### src/exec_alu_pkg.sv
package exec_alu_pkg;

  typedef enum logic [2:0] {
    ALU_AND = 3'h0,
    ALU_OR  = 3'h1,
    ALU_ADD = 3'h2,
    ALU_SUB = 3'h3,
    ALU_LSL = 3'h4,
    ALU_ASR = 3'h5,
    ALU_LSR = 3'h6,
    ALU_XOR = 3'h7
  } alufunc_t;

  // bit 3 selects the unsigned variant
  typedef enum logic [3:0] {
    INT_MUL   = 4'h0,
    INT_MULX  = 4'h1,
    INT_DIV   = 4'h2,
    INT_MOD   = 4'h3,
    INT_MULU  = 4'h8,
    INT_MULXU = 4'h9,
    INT_DIVU  = 4'ha,
    INT_MODU  = 4'hb
  } intfunc_t;

  typedef struct packed {
    logic c;
    logic n;
    logic v;
    logic z;
  } alu_flags_t;

  typedef struct packed {
    logic ltu;
    logic lt;
    logic eq;
  } ccr_t;

endpackage

### src/alu_comb.sv
`timescale 1ns/10ps

module alu_comb (
  input  logic [31:0]              in1_i,
  input  logic [31:0]              in2_i,
  input  exec_alu_pkg::alufunc_t   func_i,
  output logic [31:0]              out_o,
  output exec_alu_pkg::alu_flags_t flags_o
);
  import exec_alu_pkg::*;

  logic        is_sub;
  logic [32:0] sum;
  logic        ovf_add;
  logic        ovf_sub;

  assign is_sub = (func_i == ALU_SUB);

  // bit 32 is carry on add, borrow on subtract
  assign sum = is_sub ? ({1'b0, in1_i} - {1'b0, in2_i}) : ({1'b0, in1_i} + {1'b0, in2_i});

  assign ovf_add = (in1_i[31] == in2_i[31]) && (sum[31] != in1_i[31]);
  assign ovf_sub = (in1_i[31] != in2_i[31]) && (sum[31] != in1_i[31]);

  always_comb
  begin
    case (func_i)
      ALU_AND: out_o = in1_i & in2_i;
      ALU_OR:  out_o = in1_i | in2_i;
      ALU_ADD: out_o = sum[31:0];
      ALU_SUB: out_o = sum[31:0];
      ALU_LSL: out_o = in1_i << in2_i[4:0];
      ALU_ASR: out_o = $unsigned($signed(in1_i) >>> in2_i[4:0]);
      ALU_LSR: out_o = in1_i >> in2_i[4:0];
      ALU_XOR: out_o = in1_i ^ in2_i;
      default: out_o = 32'h0;
    endcase
  end

  always_comb
  begin
    flags_o.c = sum[32];
    flags_o.v = is_sub ? ovf_sub : ovf_add;
    flags_o.n = out_o[31];
    flags_o.z = (out_o == 32'h0);
  end

endmodule

### config.mk
export PLATFORM = sky130hd
export DESIGN_NAME = alu_comb
export DESIGN_NICKNAME = d
export VERILOG_FILES = /design/src/exec_alu_pkg.sv /design/src/alu_comb.sv
export SDC_FILE = /design/constraint.sdc
export NUM_CORES = 1
export LEC_CHECK = 0
export ABC_AREA = 0
export ABC_CLOCK_PERIOD_IN_PS = 10640
export BUFFER_PORTS_ARGS = -buffer_cell sky130_fd_sc_hd__buf_2
export CELL_PAD_IN_SITES_DETAIL_PLACEMENT = 0
export CELL_PAD_IN_SITES_GLOBAL_PLACEMENT = 1
export CORE_MARGIN = 1
export CORE_UTILIZATION = 40
export DETAILED_ROUTE_END_ITERATION = 8
export PLACE_DENSITY_LB_ADDON = 0.3
export SLEW_MARGIN = 15
export SYNTH_ARGS = -nofsm -noshare
export SYNTH_HDL_FRONTEND = slang
export SYNTH_SLANG_ARGS = --single-unit
### constraint.sdc
create_clock -name vclk -period 10.64
set_input_delay 0.532 -clock vclk [all_inputs]
set_output_delay 0.532 -clock vclk [all_outputs]
set_load 0.01 [all_outputs]
After elaboration in Yosys (flattened, before gate mapping)
Cells that the tools add are included.
{"block": "op_classes", "addsub": 2, "n_reduce_logical": 5, "eq_ne": 10, "n_shift": 3, "n_bitwise": 3, "n_mux": 3}
{"operator": "$pmux W32 S7", "n": 1}
{"operator": "$add A32 B32 Y33", "n": 1}
{"operator": "$mux W33", "n": 1}
{"operator": "$sub A32 B32 Y33", "n": 1}
{"operator": "$and A32 B32 Y32", "n": 1}
{"operator": "$logic_not A32 Y1", "n": 1}
{"operator": "$or A32 B32 Y32", "n": 1}
{"operator": "$shl A32 B5 Y32", "n": 1}
{"operator": "$shr A32 B5 Y32", "n": 1}
{"operator": "$sshr A32 B5 Y32", "n": 1}
{"operator": "$xor A32 B32 Y32", "n": 1}
{"operator": "$eq A3 B3 Y1 const B", "n": 4}
{"operator": "$eq A3 B2 Y1 const B", "n": 2}
{"operator": "$eq A3 B1 Y1 const B", "n": 1}
{"operator": "$logic_not A3 Y1", "n": 1}
{"operator": "$logic_and A1 B1 Y1", "n": 2}
{"operator": "$ne A1 B1 Y1", "n": 2}
{"operator": "$reduce_or A2 Y1", "n": 1}
{"operator": "$eq A1 B1 Y1", "n": 1}
{"operator": "$mux W1", "n": 1}
{"block": "totals", "register_bits": 0, "out_inout_bits": 36}

Logic depth before layout (Yosys ltp)
Gate-level depths: netlist of run 1.
{"block": "depth", "depth_word": 5, "depth_mapped": 24, "ltp_nobuf": 20}

Worst setup path before layout of run 1
No wires, ideal clock.
{"block": "synth_path", "path_kind": "input port to output port", "start": "input func_i[0]", "end": "output flags_o[0] in the netlist's numbering", "n_path_buf": 6, "arrival_ns": 5.381, "cell_stages": 21, "slack_ns": 4.727, "cell_sequence": "clkbuf_1 -> clkbuf_1 -> buf_1 -> clkbuf_1 -> and2_1 -> clkbuf_1 -> clkbuf_1 -> a21oi_1 -> xnor2_1 -> ha_1 -> and2_1 -> a221oi_1 -> a21oi_1 -> o31a_1 -> or3_1 -> a32o_1 -> nor4_1 -> and4b_1 -> and4bb_1 -> nand4b_1 -> nor3_2"}
{"element": "from (decl)", "line_no": "alu_comb.sv:6", "source": "input exec_alu_pkg::alufunc_t func_i,"}
{"element": "to (decl)", "line_no": "alu_comb.sv:8", "source": "output exec_alu_pkg::alu_flags_t flags_o"}

==> results of run 1 <==
[per-layer routing]
metal,up-vias,routed length [um]
li1,4869,-
met1,5382,18690
met2,752,19560
met3,104,4656
met4,0,1587
met5,-,0
[worst max-delay path: cells and delay by family]
| kind | cells | cell delay (ps) |
|---|---|---|
| adders and majority gates | 2 | 720 |
| buffers and inverters | 5 | 1090 |
| xor gates and xnor gates | 1 | 100 |
| muxes | 1 | 160 |
| AOI/OAI and AO/OA | 3 | 990 |
| and+or+nand+nor | 11 | 2900 |
[synthesized netlist by cell type, types with 6 or more instances]
cell type / number / area share (%)
nor2_1: 98 / 3.9
a2111oi_0: 8 / 0.74
a311oi_1: 7 / 0.65
mux2_2: 20 / 2.4
nor4_1: 9 / 0.59
a22oi_1: 11 / 0.87
ha_1: 98 / 13
nand4_1: 16 / 1.1
and2_1: 13 / 0.86
a31oi_1: 22 / 1.5
xnor2_1: 42 / 3.9
and3_1: 12 / 0.79
nand3_1: 29 / 1.5
o22ai_1: 16 / 1.1
o32ai_1: 6 / 0.56
o211ai_1: 15 / 1.2
o41ai_1: 7 / 0.65
nand2_1: 122 / 4.8
a21oi_1: 85 / 4.5
nor2b_1: 14 / 0.93
a21o_1: 16 / 1.3
nand2b_1: 11 / 0.73
clkbuf_1: 86 / 3.4
mux2i_1: 58 / 6.1
a221oi_1: 11 / 1.0
buf_2: 18 / 0.95
o21ai_0: 86 / 4.5
or2_2: 14 / 0.93
nor3_1: 29 / 1.5
buf_1: 14 / 0.56
inv_1: 71 / 2.8
a211oi_1: 16 / 1.3
or3_1: 11 / 0.73
mux4_2: 65 / 15
[through the flow]
stage	worst slack, ps	hold slack (ps)	power (W)
3_3_place_gp	3660	1630	0.0005890
5_1_grt	3260	1693	0.0006480
2_1_floorplan	4727	1348	0.0004009
6_report	3555	1629	0.0006081
3_5_place_dp	3726	1622	0.0005875
4_1_cts	3689	1622	0.0005904
[worst max-delay path by stage]
stage / end / cells past startpoint / startpoint / slack, ps
6_report: flags_o[0] / 23 / in2_i[0] / 3550
2_1_floorplan: flags_o[0] / 21 / func_i[0] / 4730
4_1_cts: flags_o[0] / 23 / in2_i[0] / 3690
3_5_place_dp: flags_o[0] / 23 / in2_i[0] / 3730
5_1_grt: flags_o[0] / 23 / in2_i[0] / 3260
3_3_place_gp: flags_o[0] / 23 / in2_i[0] / 3660
[cells by family after synthesis]
family | after synthesis
multiplexers | 149
buffers and inverters | 203
AO/OA/AOI/OAI | 391
AND/OR/NAND/NOR | 403
adder cells (fa/ha/maj) | 99
XOR/XNOR | 47
[power by group through the flow]
stage | registers (W) | clock network [W] | logic [W]
global route | 0 | 0 | 0.000648
global placement | 0 | 0 | 0.000589
CTS | 0 | 0 | 0.000590
floorplan | 0 | 0 | 0.000401
finish | 0 | 0 | 0.000608
detailed placement | 0 | 0 | 0.000587
[area by class of cell]
class                           instances  area [sq um]
Tap cell                              313         391.6
Inverter                               74         277.8
Timing Repair Buffer                  121         659.4
Fill cell                            2434         12980
Multi-Input combinational cell       1089          8611
==> Implementation_results.wiki, run 1 <==
{| class="wikitable"
! Metric !! Value
|-
| Distinct cell type count after synthesis || 86
|-
| Final critical path time including I/O delays and setup || 7085 ps
|-
| Placeable core region || 0.02292 sq mm
|-
| Cell Area, Placed || 0.009940 sq mm
|-
| Synthesized area per cell || 7.324 sq um
|-
| Hold depth || 5
|-
| Most frequent standard cell in the layout excluding fill and tap cells || nand2_1
|-
| Number of sequential storage elements || 0
|-
| Basic-gate share of the synthesized area counting and, or, nand and nor cells || 20.64%
|-
| Placed wire-length estimate || 33250 um
|-
| Synth Area in XOR/XNOR || 4.350%
|-
| Combinational family with the most area after synthesis || compound AO/OA/AOI/OAI gates
|-
| CP required || 10110 ps
|-
| Startpoint kind of the worst setup timing path || input port
|-
| Area taken by flip-flops and latches || 0 sq um
|-
| Detailed-route DRC error count || 0
|-
| Met1 track demand over resource in global routing || 51.18%
|-
| Mux contribution to synthesized area || 25.18%
|-
| Sum of negative setup slack || 0 ps
|-
| Final period util || 66.59%
|-
| Share of cells above drive strength 1 || 18.22%
|-
| Path class of the lowest-slack min-delay path || in2out
|-
| Hold buffer count at cts || 0
|-
| Synthesized-area fraction occupied by ao, oa, aoi and oai cells || 27.61%
|-
| Remaining antenna violation count || 0
|-
| Final number of max-transition violations || 0
|-
| Internal power || 0.0002278 W
|-
| Routed wire per std cell || 27.86 um
|-
| Relative contribution of combinational cells to total power || 100.0%
|-
| Startpoint of the tightest hold check path || in2_i[25]
|-
| Cell breakdown of the critical path || buf_2, buf_4, inv_1, buf_4, ha_1, nand4_1, nand2b_1, nor3_1, nand2_1, o21ai_0, xnor2_1, ha_1, nand3_1, or2_2, a311oi_1, nor2_1, mux2i_1, a21boi_0, nor4bb_1, and4bb_1, nand4b_1, nor3_2, buf_2
|-
| Arrival time of data at the critical path endpoint || 6550 ps
|-
| IO buf count || 103
|-
| Worst relative slew slack || 25.47%
|-
| Measured slew at the worst slew-check pin || 1090 ps
|-
| Critical path class || in2out
|-
| Post-synthesis adder-cell area fraction || 13.17%
|-
| First-pass detailed-route iteration total || 6
|-
| Global-route wire length before repair || 67020 um
|-
| Net switching share of the total power || 62.54%
|-
| Detail-routed via count per cell || 6.955
|-
| Area of the mapped netlist || 0.009463 sq mm
|-
| Peak supply drop || 0.00003704 V
|-
| GRT busiest layer || met2
|-
| Starting Density || 41.29%
|-
| Summed area of non-filler cells in the final layout || 0.009940 sq mm
|-
| Final hold viol count || 0
|-
| Part of the power in registers || 0%
|-
| Sequential cell area fraction in the yosys report || 0%
|-
| Max-cap viol count || 0
|-
| Endpoint of the worst hold-timing path || out_o[25]
|-
| Grt total ovfl || 0
|-
| Yosys warnings || 0
|-
| Cell Count, Final, Fillers Out || 1597
|-
| Nets || 1452
|-
| Antenna violations before repair || 0
|-
| Ant diodes || 0
|-
| Leakage power summed over all cells || 4.178 nW
|-
| Switching Power || 0.0003803 W
|-
| Maximum clock frequency || 0.1411 GHz
|-
| Post-CTS sizing || 0
|-
| Setup fix buffers added after clock tree synthesis || 0
|-
| Initial drt markers || 1302
|-
| Number of setup violations in the final report || 0
|-
| Endpoint type of the worst setup path || output port
|-
| Final Core Density || 43.37%
|-
| Routability congestion estimate || 1.000
|-
| Y dimension of the die || 155.8 um
|-
| Number of global-route vias before repair || 10240
|-
| Setup repair after global routing missed its margin || false
|-
| Power density of the placed cells || 61.18 mW/mm^2
|-
| Die footprint || 0.02428 sq mm
|-
| Clock buffer instance count of the final layout || 0
|-
| Number of placed instances with taps included || 1597
|-
| Maximum number of pins on one net before global-route repair || 66
|-
| Synthesized netlist net count || 1458
|-
| Post-synthesis instance total || 1292
|-
| Critical-path cell with the highest stage delay || a311oi_1
|-
| Chip Width || 155.8 um
|-
| Number of placed I/O pins || 103
|-
| Most used cells in the layout excluding fill and tap cells || nand2_1 (122), buf_2 (101), nor2_1 (98), ha_1 (98), o21ai_0 (86)
|-
| Total number of vias || 11110
|-
| Clock group share of total power || 0%
|-
| Detailed-route wire length || 44490 um
|-
| Result of the run || finished, final reports clean
|-
| Total global-route track usage || 36.29%
|-
| Delay contributed by the slowest stage of the critical path || 540 ps
|-
| Routing usage on met2 || 56.51%
|-
| Grt met3 use || 5.111%
|-
| Worst-path maximum fanout || 45
|-
| Row count || 55
|-
| Synthesis-to-finish area growth || 5.038%
|}
Power figures use the tool's default switching activity.
==> run 2: changes to the inputs <==
- ABC_AREA: 0 -> 1
- ABC_CLOCK_PERIOD_IN_PS: 10640 -> 6500
- CORE_UTILIZATION: 40 -> 37
- clock period: 10.64 -> 6.5 ns (I/O delays scaled with it)
==> run 2 against run 1 <==
First-iteration DRC count shrank 1.7%. Count of clock-buffer cells in the layout stayed put. Worst hold slack got worse by 460 ps. Wire length down 6.1%. Via count is 8.7% higher. Critical path depth grew 8. Critical endpoint unchanged. Largest cell class unchanged. Largest power group unchanged.
==> Implementation_results.wiki, run 2 <==
{| class="wikitable"
! Metric !! Value
|-
| Yosys warnings || 0 (unchanged)
|-
| Total number of vias || 12080 (was 11110)
|-
| Routability congestion estimate || 0.9942 (was 1.000)
|-
| Summed area of non-filler cells in the final layout || 0.009748 sq mm (was 0.009940 sq mm)
|-
| Delay contributed by the slowest stage of the critical path || 440 ps (was 540 ps)
|-
| Filler instances || 2920 (was 2434)
|-
| Dominant cells by area after synthesis || nand2_1 (28%), nand3_1 (20%), ha_1 (13%) (was mux4_2 (15%), ha_1 (13%), mux2i_1 (6.1%))
|-
| Synthesized area per cell || 4.877 sq um (was 7.324 sq um)
|-
| Initial drt markers || 1280 (was 1302)
|-
| Result of the run || finished, final reports clean (unchanged)
|-
| Detailed-route DRC error count || 0 (unchanged)
|-
| Sequential cell area fraction in the yosys report || 0% (unchanged)
|-
| Startpoint kind of the worst setup timing path || input port (unchanged)
|-
| Synthesis-to-finish area growth || 6.828% (was 5.038%)
|-
| Worst-path maximum fanout || 37 (was 45)
|-
| Clock buffer instance count of the final layout || 0 (unchanged)
|-
| Hold buffer count at cts || 0 (unchanged)
|-
| Row count || 57 (was 55)
|-
| Detailed-route wire length || 41770 um (was 44490 um)
|-
| Measured slew at the worst slew-check pin || 1030 ps (was 1090 ps)
|-
| Post-CTS sizing || 0 (unchanged)
|-
| Number of global-route vias before repair || 11230 (was 10240)
|-
| Area of the mapped netlist || 0.009125 sq mm (was 0.009463 sq mm)
|-
| Most prevalent standard cell on the critical path || nand2_1
|-
| Most frequent standard cell in the layout excluding fill and tap cells || nand2_1 (unchanged)
|-
| Cell Area, Placed || 0.009748 sq mm (was 0.009940 sq mm)
|-
| Y dimension of the die || 159.0 um (was 155.8 um)
|-
| Total global-route track usage || 31.84% (was 36.29%)
|-
| Endpoint type of the worst setup path || output port (unchanged)
|-
| Leakage power summed over all cells || 5.866 nW (was 4.178 nW)
|-
| Worst relative slew slack || 31.28% (was 25.47%)
|-
| Detail-routed via count per cell || 5.408 (was 6.955)
|-
| Peak supply drop || 0.00004121 V (was 0.00003704 V)
|-
| Hold depth || 6 (was 5)
|-
| Sum of negative setup slack || 0 ps (unchanged)
|-
| Final critical path time including I/O delays and setup || 5416 ps
|-
| Final period util || 83.33%
|-
| Remaining antenna violation count || 0 (unchanged)
|-
| Top cell type's share of synthesized area || 27.85% (was 15.47%)
|-
| Starting Density || 37.63% (was 41.29%)
|-
| Share of cells above drive strength 1 || 8.067% (was 18.22%)
|-
| Global-route wire length before repair || 63380 um (was 67020 um)
|-
| Most used cells in the layout excluding fill and tap cells || nand2_1 (677), nand3_1 (369), inv_1 (258), nor2_1 (129), buf_2 (103) (was nand2_1 (122), buf_2 (101), nor2_1 (98), ha_1 (98), o21ai_0 (86))
|-
| Number of sequential storage elements || 0 (unchanged)
|-
| Switching Power || 0.0006389 W (was 0.0003803 W)
|-
| Maximum clock frequency || 0.1846 GHz
|-
| Post-synthesis instance total || 1871 (was 1292)
|-
| Last element of the critical path || flags_o[0] (unchanged)
|-
| Critical-path cell with the highest stage delay || inv_4 (was a311oi_1)
|-
| Antenna violations before repair || 0 (unchanged)
|-
| Internal power || 0.0002796 W (was 0.0002278 W)
|-
| Part of the power in registers || 0% (about the same)
|-
| Routed wire per std cell || 18.70 um (was 27.86 um)
|-
| Grt total ovfl || 0 (unchanged)
|-
| Maximum number of pins on one net before global-route repair || 75 (was 66)
|-
| Worst Setup SP || in2_i[0] (unchanged)
|-
| Area taken by flip-flops and latches || 0 sq um (unchanged)
|-
| Path class of the lowest-slack min-delay path || in2out (unchanged)
|-
| Number of logic stages on the critical path including buffering || 31 (was 23)
|-
| Max-cap viol count || 0 (unchanged)
|-
| Area used by multi-input combinational logic || 0.007744 sq mm (was 0.008611 sq mm)
|-
| Power density of the placed cells || 94.23 mW/mm^2 (was 61.18 mW/mm^2)
|-
| Final number of max-transition violations || 0 (unchanged)
|-
| Critical path class || in2out (unchanged)
|-
| Commonest cells in the synthesized netlist || nand2_1 (677), nand3_1 (369), inv_1 (258), nor2_1 (130), ha_1 (98) (was nand2_1 (122), ha_1 (98), nor2_1 (98), clkbuf_1 (86), o21ai_0 (86))
|-
| Chip Width || 159.0 um (was 155.8 um)
|-
| Setup fix buffers added after clock tree synthesis || 0 (unchanged)
|-
| IO buf count || 103 (unchanged)
|-
| Placed wire-length estimate || 34670 um (was 33250 um)
|-
| Number of setup violations in the final report || 0 (unchanged)
|-
| Category of cells accounting for the largest share of critical-path delay || simple AND/OR/NAND/NOR gates (unchanged)
|-
| Net switching share of the total power || 69.56% (was 62.54%)
|-
| First-pass detailed-route iteration total || 8 (was 6)
|-
| Clock group share of total power || 0% (about the same)
|-
| Relative contribution of combinational cells to total power || 100.0% (about the same)
|-
| CP required || 6170 ps (was 10110 ps)
|-
| Critical path buffers and inverters || 5 (unchanged)
|-
| Cell taking the most area after synthesis || nand2_1 (was mux4_2)
|-
| Synthesized netlist net count || 2037 (was 1458)
|-
| Ant diodes || 0 (unchanged)
|-
| Nets || 2077 (was 1452)
|-
| Distinct cell type count after synthesis || 45 (was 86)
|-
| Arrival time of data at the critical path endpoint || 5090 ps (was 6550 ps)
|-
| Final hold viol count || 0 (unchanged)
|-
| Count leader, synth || nand2_1 (unchanged)
|-
| Placeable core region || 0.02425 sq mm (was 0.02292 sq mm)
|-
| Setup repair after global routing missed its margin || false (unchanged)
|-
| Number of placed I/O pins || 103 (unchanged)
|-
| Die footprint || 0.02529 sq mm (was 0.02428 sq mm)
|}
run 2: cell types whose count changed after synthesis, sizes merged, moves of 58 or more:
cell,previous run,this run
nand2,122,679
nand3,29,370
inv,72,267
clkbuf,86,16
mux4,67,0
mux2i,58,0
run 2: worst min-delay path by stage:
stage              start         to  slack, ps
2_1_floorplan  func_i[0]  out_o[18]        880
3_3_place_gp    in2_i[7]   out_o[7]       1180
3_5_place_dp    in2_i[7]   out_o[7]       1180
4_1_cts         in2_i[7]   out_o[7]       1180
5_1_grt         in2_i[6]   out_o[6]       1240
6_report        in2_i[7]   out_o[7]       1170
run 2: stage by stage:
stage | hold slack, ps | std cells | setup slack (ps) | utilization (%) | total power, W
floorplan | 879.5 | 1871 | 2397 | - | 0.0006037
detailed placement | 1179 | 2233 | 1129 | 40.20 | 0.0008982
CTS | 1182 | 2233 | 1107 | 40.20 | 0.0009022
global route | 1237 | 2233 | 584.4 | 40.20 | 0.001018
global placement | 1178 | 2233 | 1115 | 40.20 | 0.0008984
finish | 1172 | 2233 | 1084 | 40.20 | 0.0009185
run 2: routing by layer:
layer	vias to the layer above	global-route usage (%)	wire [um]	share of wire [%]
met3	63	2.787	2708	6.5
met2	444	52.21	18700	45
met1	5519	44.27	19080	46
li1	6051	-	-	-
met5	-	0	0	0
met4	0	8.872	1277	3.1
run 2: logic make-up after synthesis:
kind of cell               Yosys count  synth area share, %
adders and majority gates           99                13.66
buffers and inverters              344                15.17
and+or+nand+nor                   1258                59.43
AOI/OAI and AO/OA                  137                8.584
xor gates and xnor gates            33                3.167
run 2: power by group through the flow:
stage	registers, W	logic (W)	clock network [W]
floorplan	0	0.000604	0
detailed placement	0	0.000898	0
global route	0	0.00102	0
CTS	0	0.000902	0
global placement	0	0.000898	0
finish	0	0.000919	0
run 2: area by class of cell:
type,count,share of cell area (%)
multi-input combinational,1527,79.44
inverter,270,10.42
timing repair buffer,112,5.981
tap,324,4.159
==> run 3: changes to the inputs <==
- ABC_CLOCK_PERIOD_IN_PS: 6500 -> 5400
- CORE_UTILIZATION: 37 -> 40
- clock period: 6.5 -> 5.4 ns (I/O delays scaled with it)
==> run 3 against run 2 <==
Worst hold slack lost 95 ps. Sequential share of layout area is the same. Wire length grew 1.4%. Final cell count shrank 1.7%. Global-route usage grew 3.4 points. Final area is essentially flat. Combinational power grew 21%. Worst setup slack lost 500 ps. Power grew 21%. Flip-flop and latch count is the same. Critical path type unchanged. Largest cell class unchanged. Largest power group unchanged.
==> Implementation_results.wiki, run 3 (same netlist as run 2, synthesis figures left out) <==
{| class="wikitable"
! Metric !! Value
|-
| Result of the run || finished, final reports clean (unchanged)
|-
| Final hold viol count || 0 (unchanged)
|-
| Ant diodes || 0 (unchanged)
|-
| Die footprint || 0.02342 sq mm (was 0.02529 sq mm)
|-
| Setup repair after global routing missed its margin || false (unchanged)
|-
| Total number of vias || 12250 (was 12080)
|-
| Detailed-route wire length || 42360 um (was 41770 um)
|-
| Placed wire-length estimate || 35250 um (was 34670 um)
|-
| Routed wire per std cell || 19.29 um (was 18.70 um)
|-
| Final critical path time including I/O delays and setup || 4821 ps
|-
| Detail-routed via count per cell || 5.578 (was 5.408)
|-
| Maximum number of pins on one net before global-route repair || 75 (unchanged)
|-
| Final period util || 89.28%
|-
| Number of sequential storage elements || 0 (unchanged)
|-
| Endpoint of the worst hold-timing path || out_o[30] (was out_o[7])
|-
| Grt total ovfl || 0 (unchanged)
|-
| Remaining antenna violation count || 0 (unchanged)
|-
| Detailed-route DRC error count || 0 (unchanged)
|-
| Most prevalent standard cell on the critical path || nand2_1 (unchanged)
|-
| Power density of the placed cells || 113.9 mW/mm^2 (was 94.23 mW/mm^2)
|-
| Critical-path cell with the highest stage delay || ha_1 (was inv_4)
|-
| Peak supply drop || 0.00006898 V (was 0.00004121 V)
|-
| Number of setup violations in the final report || 0 (unchanged)
|-
| Share of cells above drive strength 1 || 8.403% (was 8.067%)
|-
| Leakage power summed over all cells || 5.900 nW (was 5.866 nW)
|-
| Measured slew at the worst slew-check pin || 806.4 ps (was 1030 ps)
|-
| Tightest hold margin || 1077 ps (was 1172 ps)
|-
| Number of placed I/O pins || 103 (unchanged)
|-
| Most frequent standard cell in the layout excluding fill and tap cells || nand2_1 (unchanged)
|-
| Worst Setup SP || in2_i[0] (unchanged)
|-
| CP required || 5130 ps (was 6170 ps)
|-
| Clock buffer instance count of the final layout || 0 (unchanged)
|-
| Startpoint kind of the worst setup timing path || input port (unchanged)
|-
| Max Used Layer || met5 (was met4)
|-
| Nets || 2084 (was 2077)
|-
| Number of global-route vias before repair || 11380 (was 11230)
|-
| Y dimension of the die || 153.0 um (was 159.0 um)
|-
| Post-CTS sizing || 0 (unchanged)
|-
| Final Core Density || 44.11% (was 40.20%)
|-
| Chip Width || 153.0 um (was 159.0 um)
|-
| Sum of met3 wire segment lengths after detailed routing || 3047 um (was 2708 um)
|-
| Sum of negative setup slack || 0 ps (unchanged)
|-
| First-pass detailed-route iteration total || 5 (was 8)
|-
| Most used cells in the layout excluding fill and tap cells || nand2_1 (677), nand3_1 (369), inv_1 (258), nor2_1 (129), buf_2 (103) (unchanged)
|-
| Routability congestion estimate || 0.9834 (was 0.9942)
|-
| IO buf count || 103 (unchanged)
|-
| Setup fix buffers added after clock tree synthesis || 0 (unchanged)
|-
| Antenna violations before repair || 1 (was 0)
|-
| Row count || 54 (was 57)
|-
| Endpoint type of the worst setup path || output port (unchanged)
|-
| Placeable core region || 0.02209 sq mm (was 0.02425 sq mm)
|-
| Global-route wire length before repair || 64430 um (was 63380 um)
|-
| Maximum clock frequency || 0.2074 GHz
|-
| Path class of the lowest-slack min-delay path || in2out (unchanged)
|-
| Hold buffer count at cts || 0 (unchanged)
|-
| Starting Density || 41.30% (was 37.63%)
|-
| Synthesis-to-finish area growth || 6.801% (was 6.828%)
|-
| Cell Count, Final, Fillers Out || 2196 (was 2233)
|-
| Initial drt markers || 1228 (was 1280)
|-
| Startpoint of the tightest hold check path || in2_i[30] (was in2_i[7])
|-
| Detailed-routing wirelength on met1 || 18780 um (was 19080 um)
|-
| Hold depth || 6 (unchanged)
|-
| Max-cap viol count || 0 (unchanged)
|-
| Total global-route track usage || 35.28% (was 31.84%)
|-
| Critical path class || in2out (unchanged)
|-
| Delay contributed by the slowest stage of the critical path || 430 ps (was 440 ps)
|-
| Number of placed instances with taps included || 2196 (was 2233)
|-
| Arrival time of data at the critical path endpoint || 4550 ps (was 5090 ps)
|-
| Area taken by flip-flops and latches || 0 sq um (unchanged)
|-
| Worst relative slew slack || 46.24% (was 31.28%)
|-
| Worst-path maximum fanout || 6 (was 37)
|-
| Final number of max-transition violations || 0 (unchanged)
|-
| Met2 layer wire length in the routed design || 19240 um (was 18700 um)
|}
run 3: cell types whose count changed in the layout (fill, tap and decap cells not counted), sizes merged:
cell | previous run | this run
buf | 112 | 119
run 3: worst max-delay path, delay by kind of cell:
| kind | cells | cell delay, ps |
|---|---|---|
| AO/OA/AOI/OAI | 1 | 150 |
| XOR/XNOR | 1 | 180 |
| adder cells (fa/ha/maj) | 1 | 430 |
| buffers and inverters | 3 | 340 |
| AND/OR/NAND/NOR | 23 | 3190 |
run 3: routing by layer:
metal / vias up / global-route usage [%]
li1: 6075 / -
met1: 5635 / 47.77
met2: 464 / 59.01
met3: 74 / 3.516
met4: 2 / 9.764
met5: - / 0
run 3: where the power goes:
group	internal, W	switching, W
logic	0.000340	0.000770
clock network	0	0
registers	0	0
total	0.000340	0.000770
run 3: layout make-up:
cell class,count,area (sq um)
multi-input combinational,1527,7744
timing repair buffer,119,635.6
tap,280,350.3
inverter,270,1016
fill,2684,12350
run 3: metrics by stage:
step	cell area, sq um	setup WS (ps)	power, W
2_1_floorplan	9125	1407	0.0007267
3_3_place_gp	9746	616.9	0.001087
3_5_place_dp	9746	631.1	0.001086
4_1_cts	9746	608.0	0.001091
5_1_grt	9746	159.8	0.001233
6_report	9746	579.1	0.001110
run 3: worst max-delay path by stage:
stage                       endpoint  slack, ps  cells past startpoint
after global placement    flags_o[0]        620                     29
after global routing      flags_o[0]        160                     27
final                     flags_o[0]        580                     29
after detailed placement  flags_o[0]        630                     29
after CTS                 flags_o[0]        610                     29
after floorplan           flags_o[0]       1410                     30
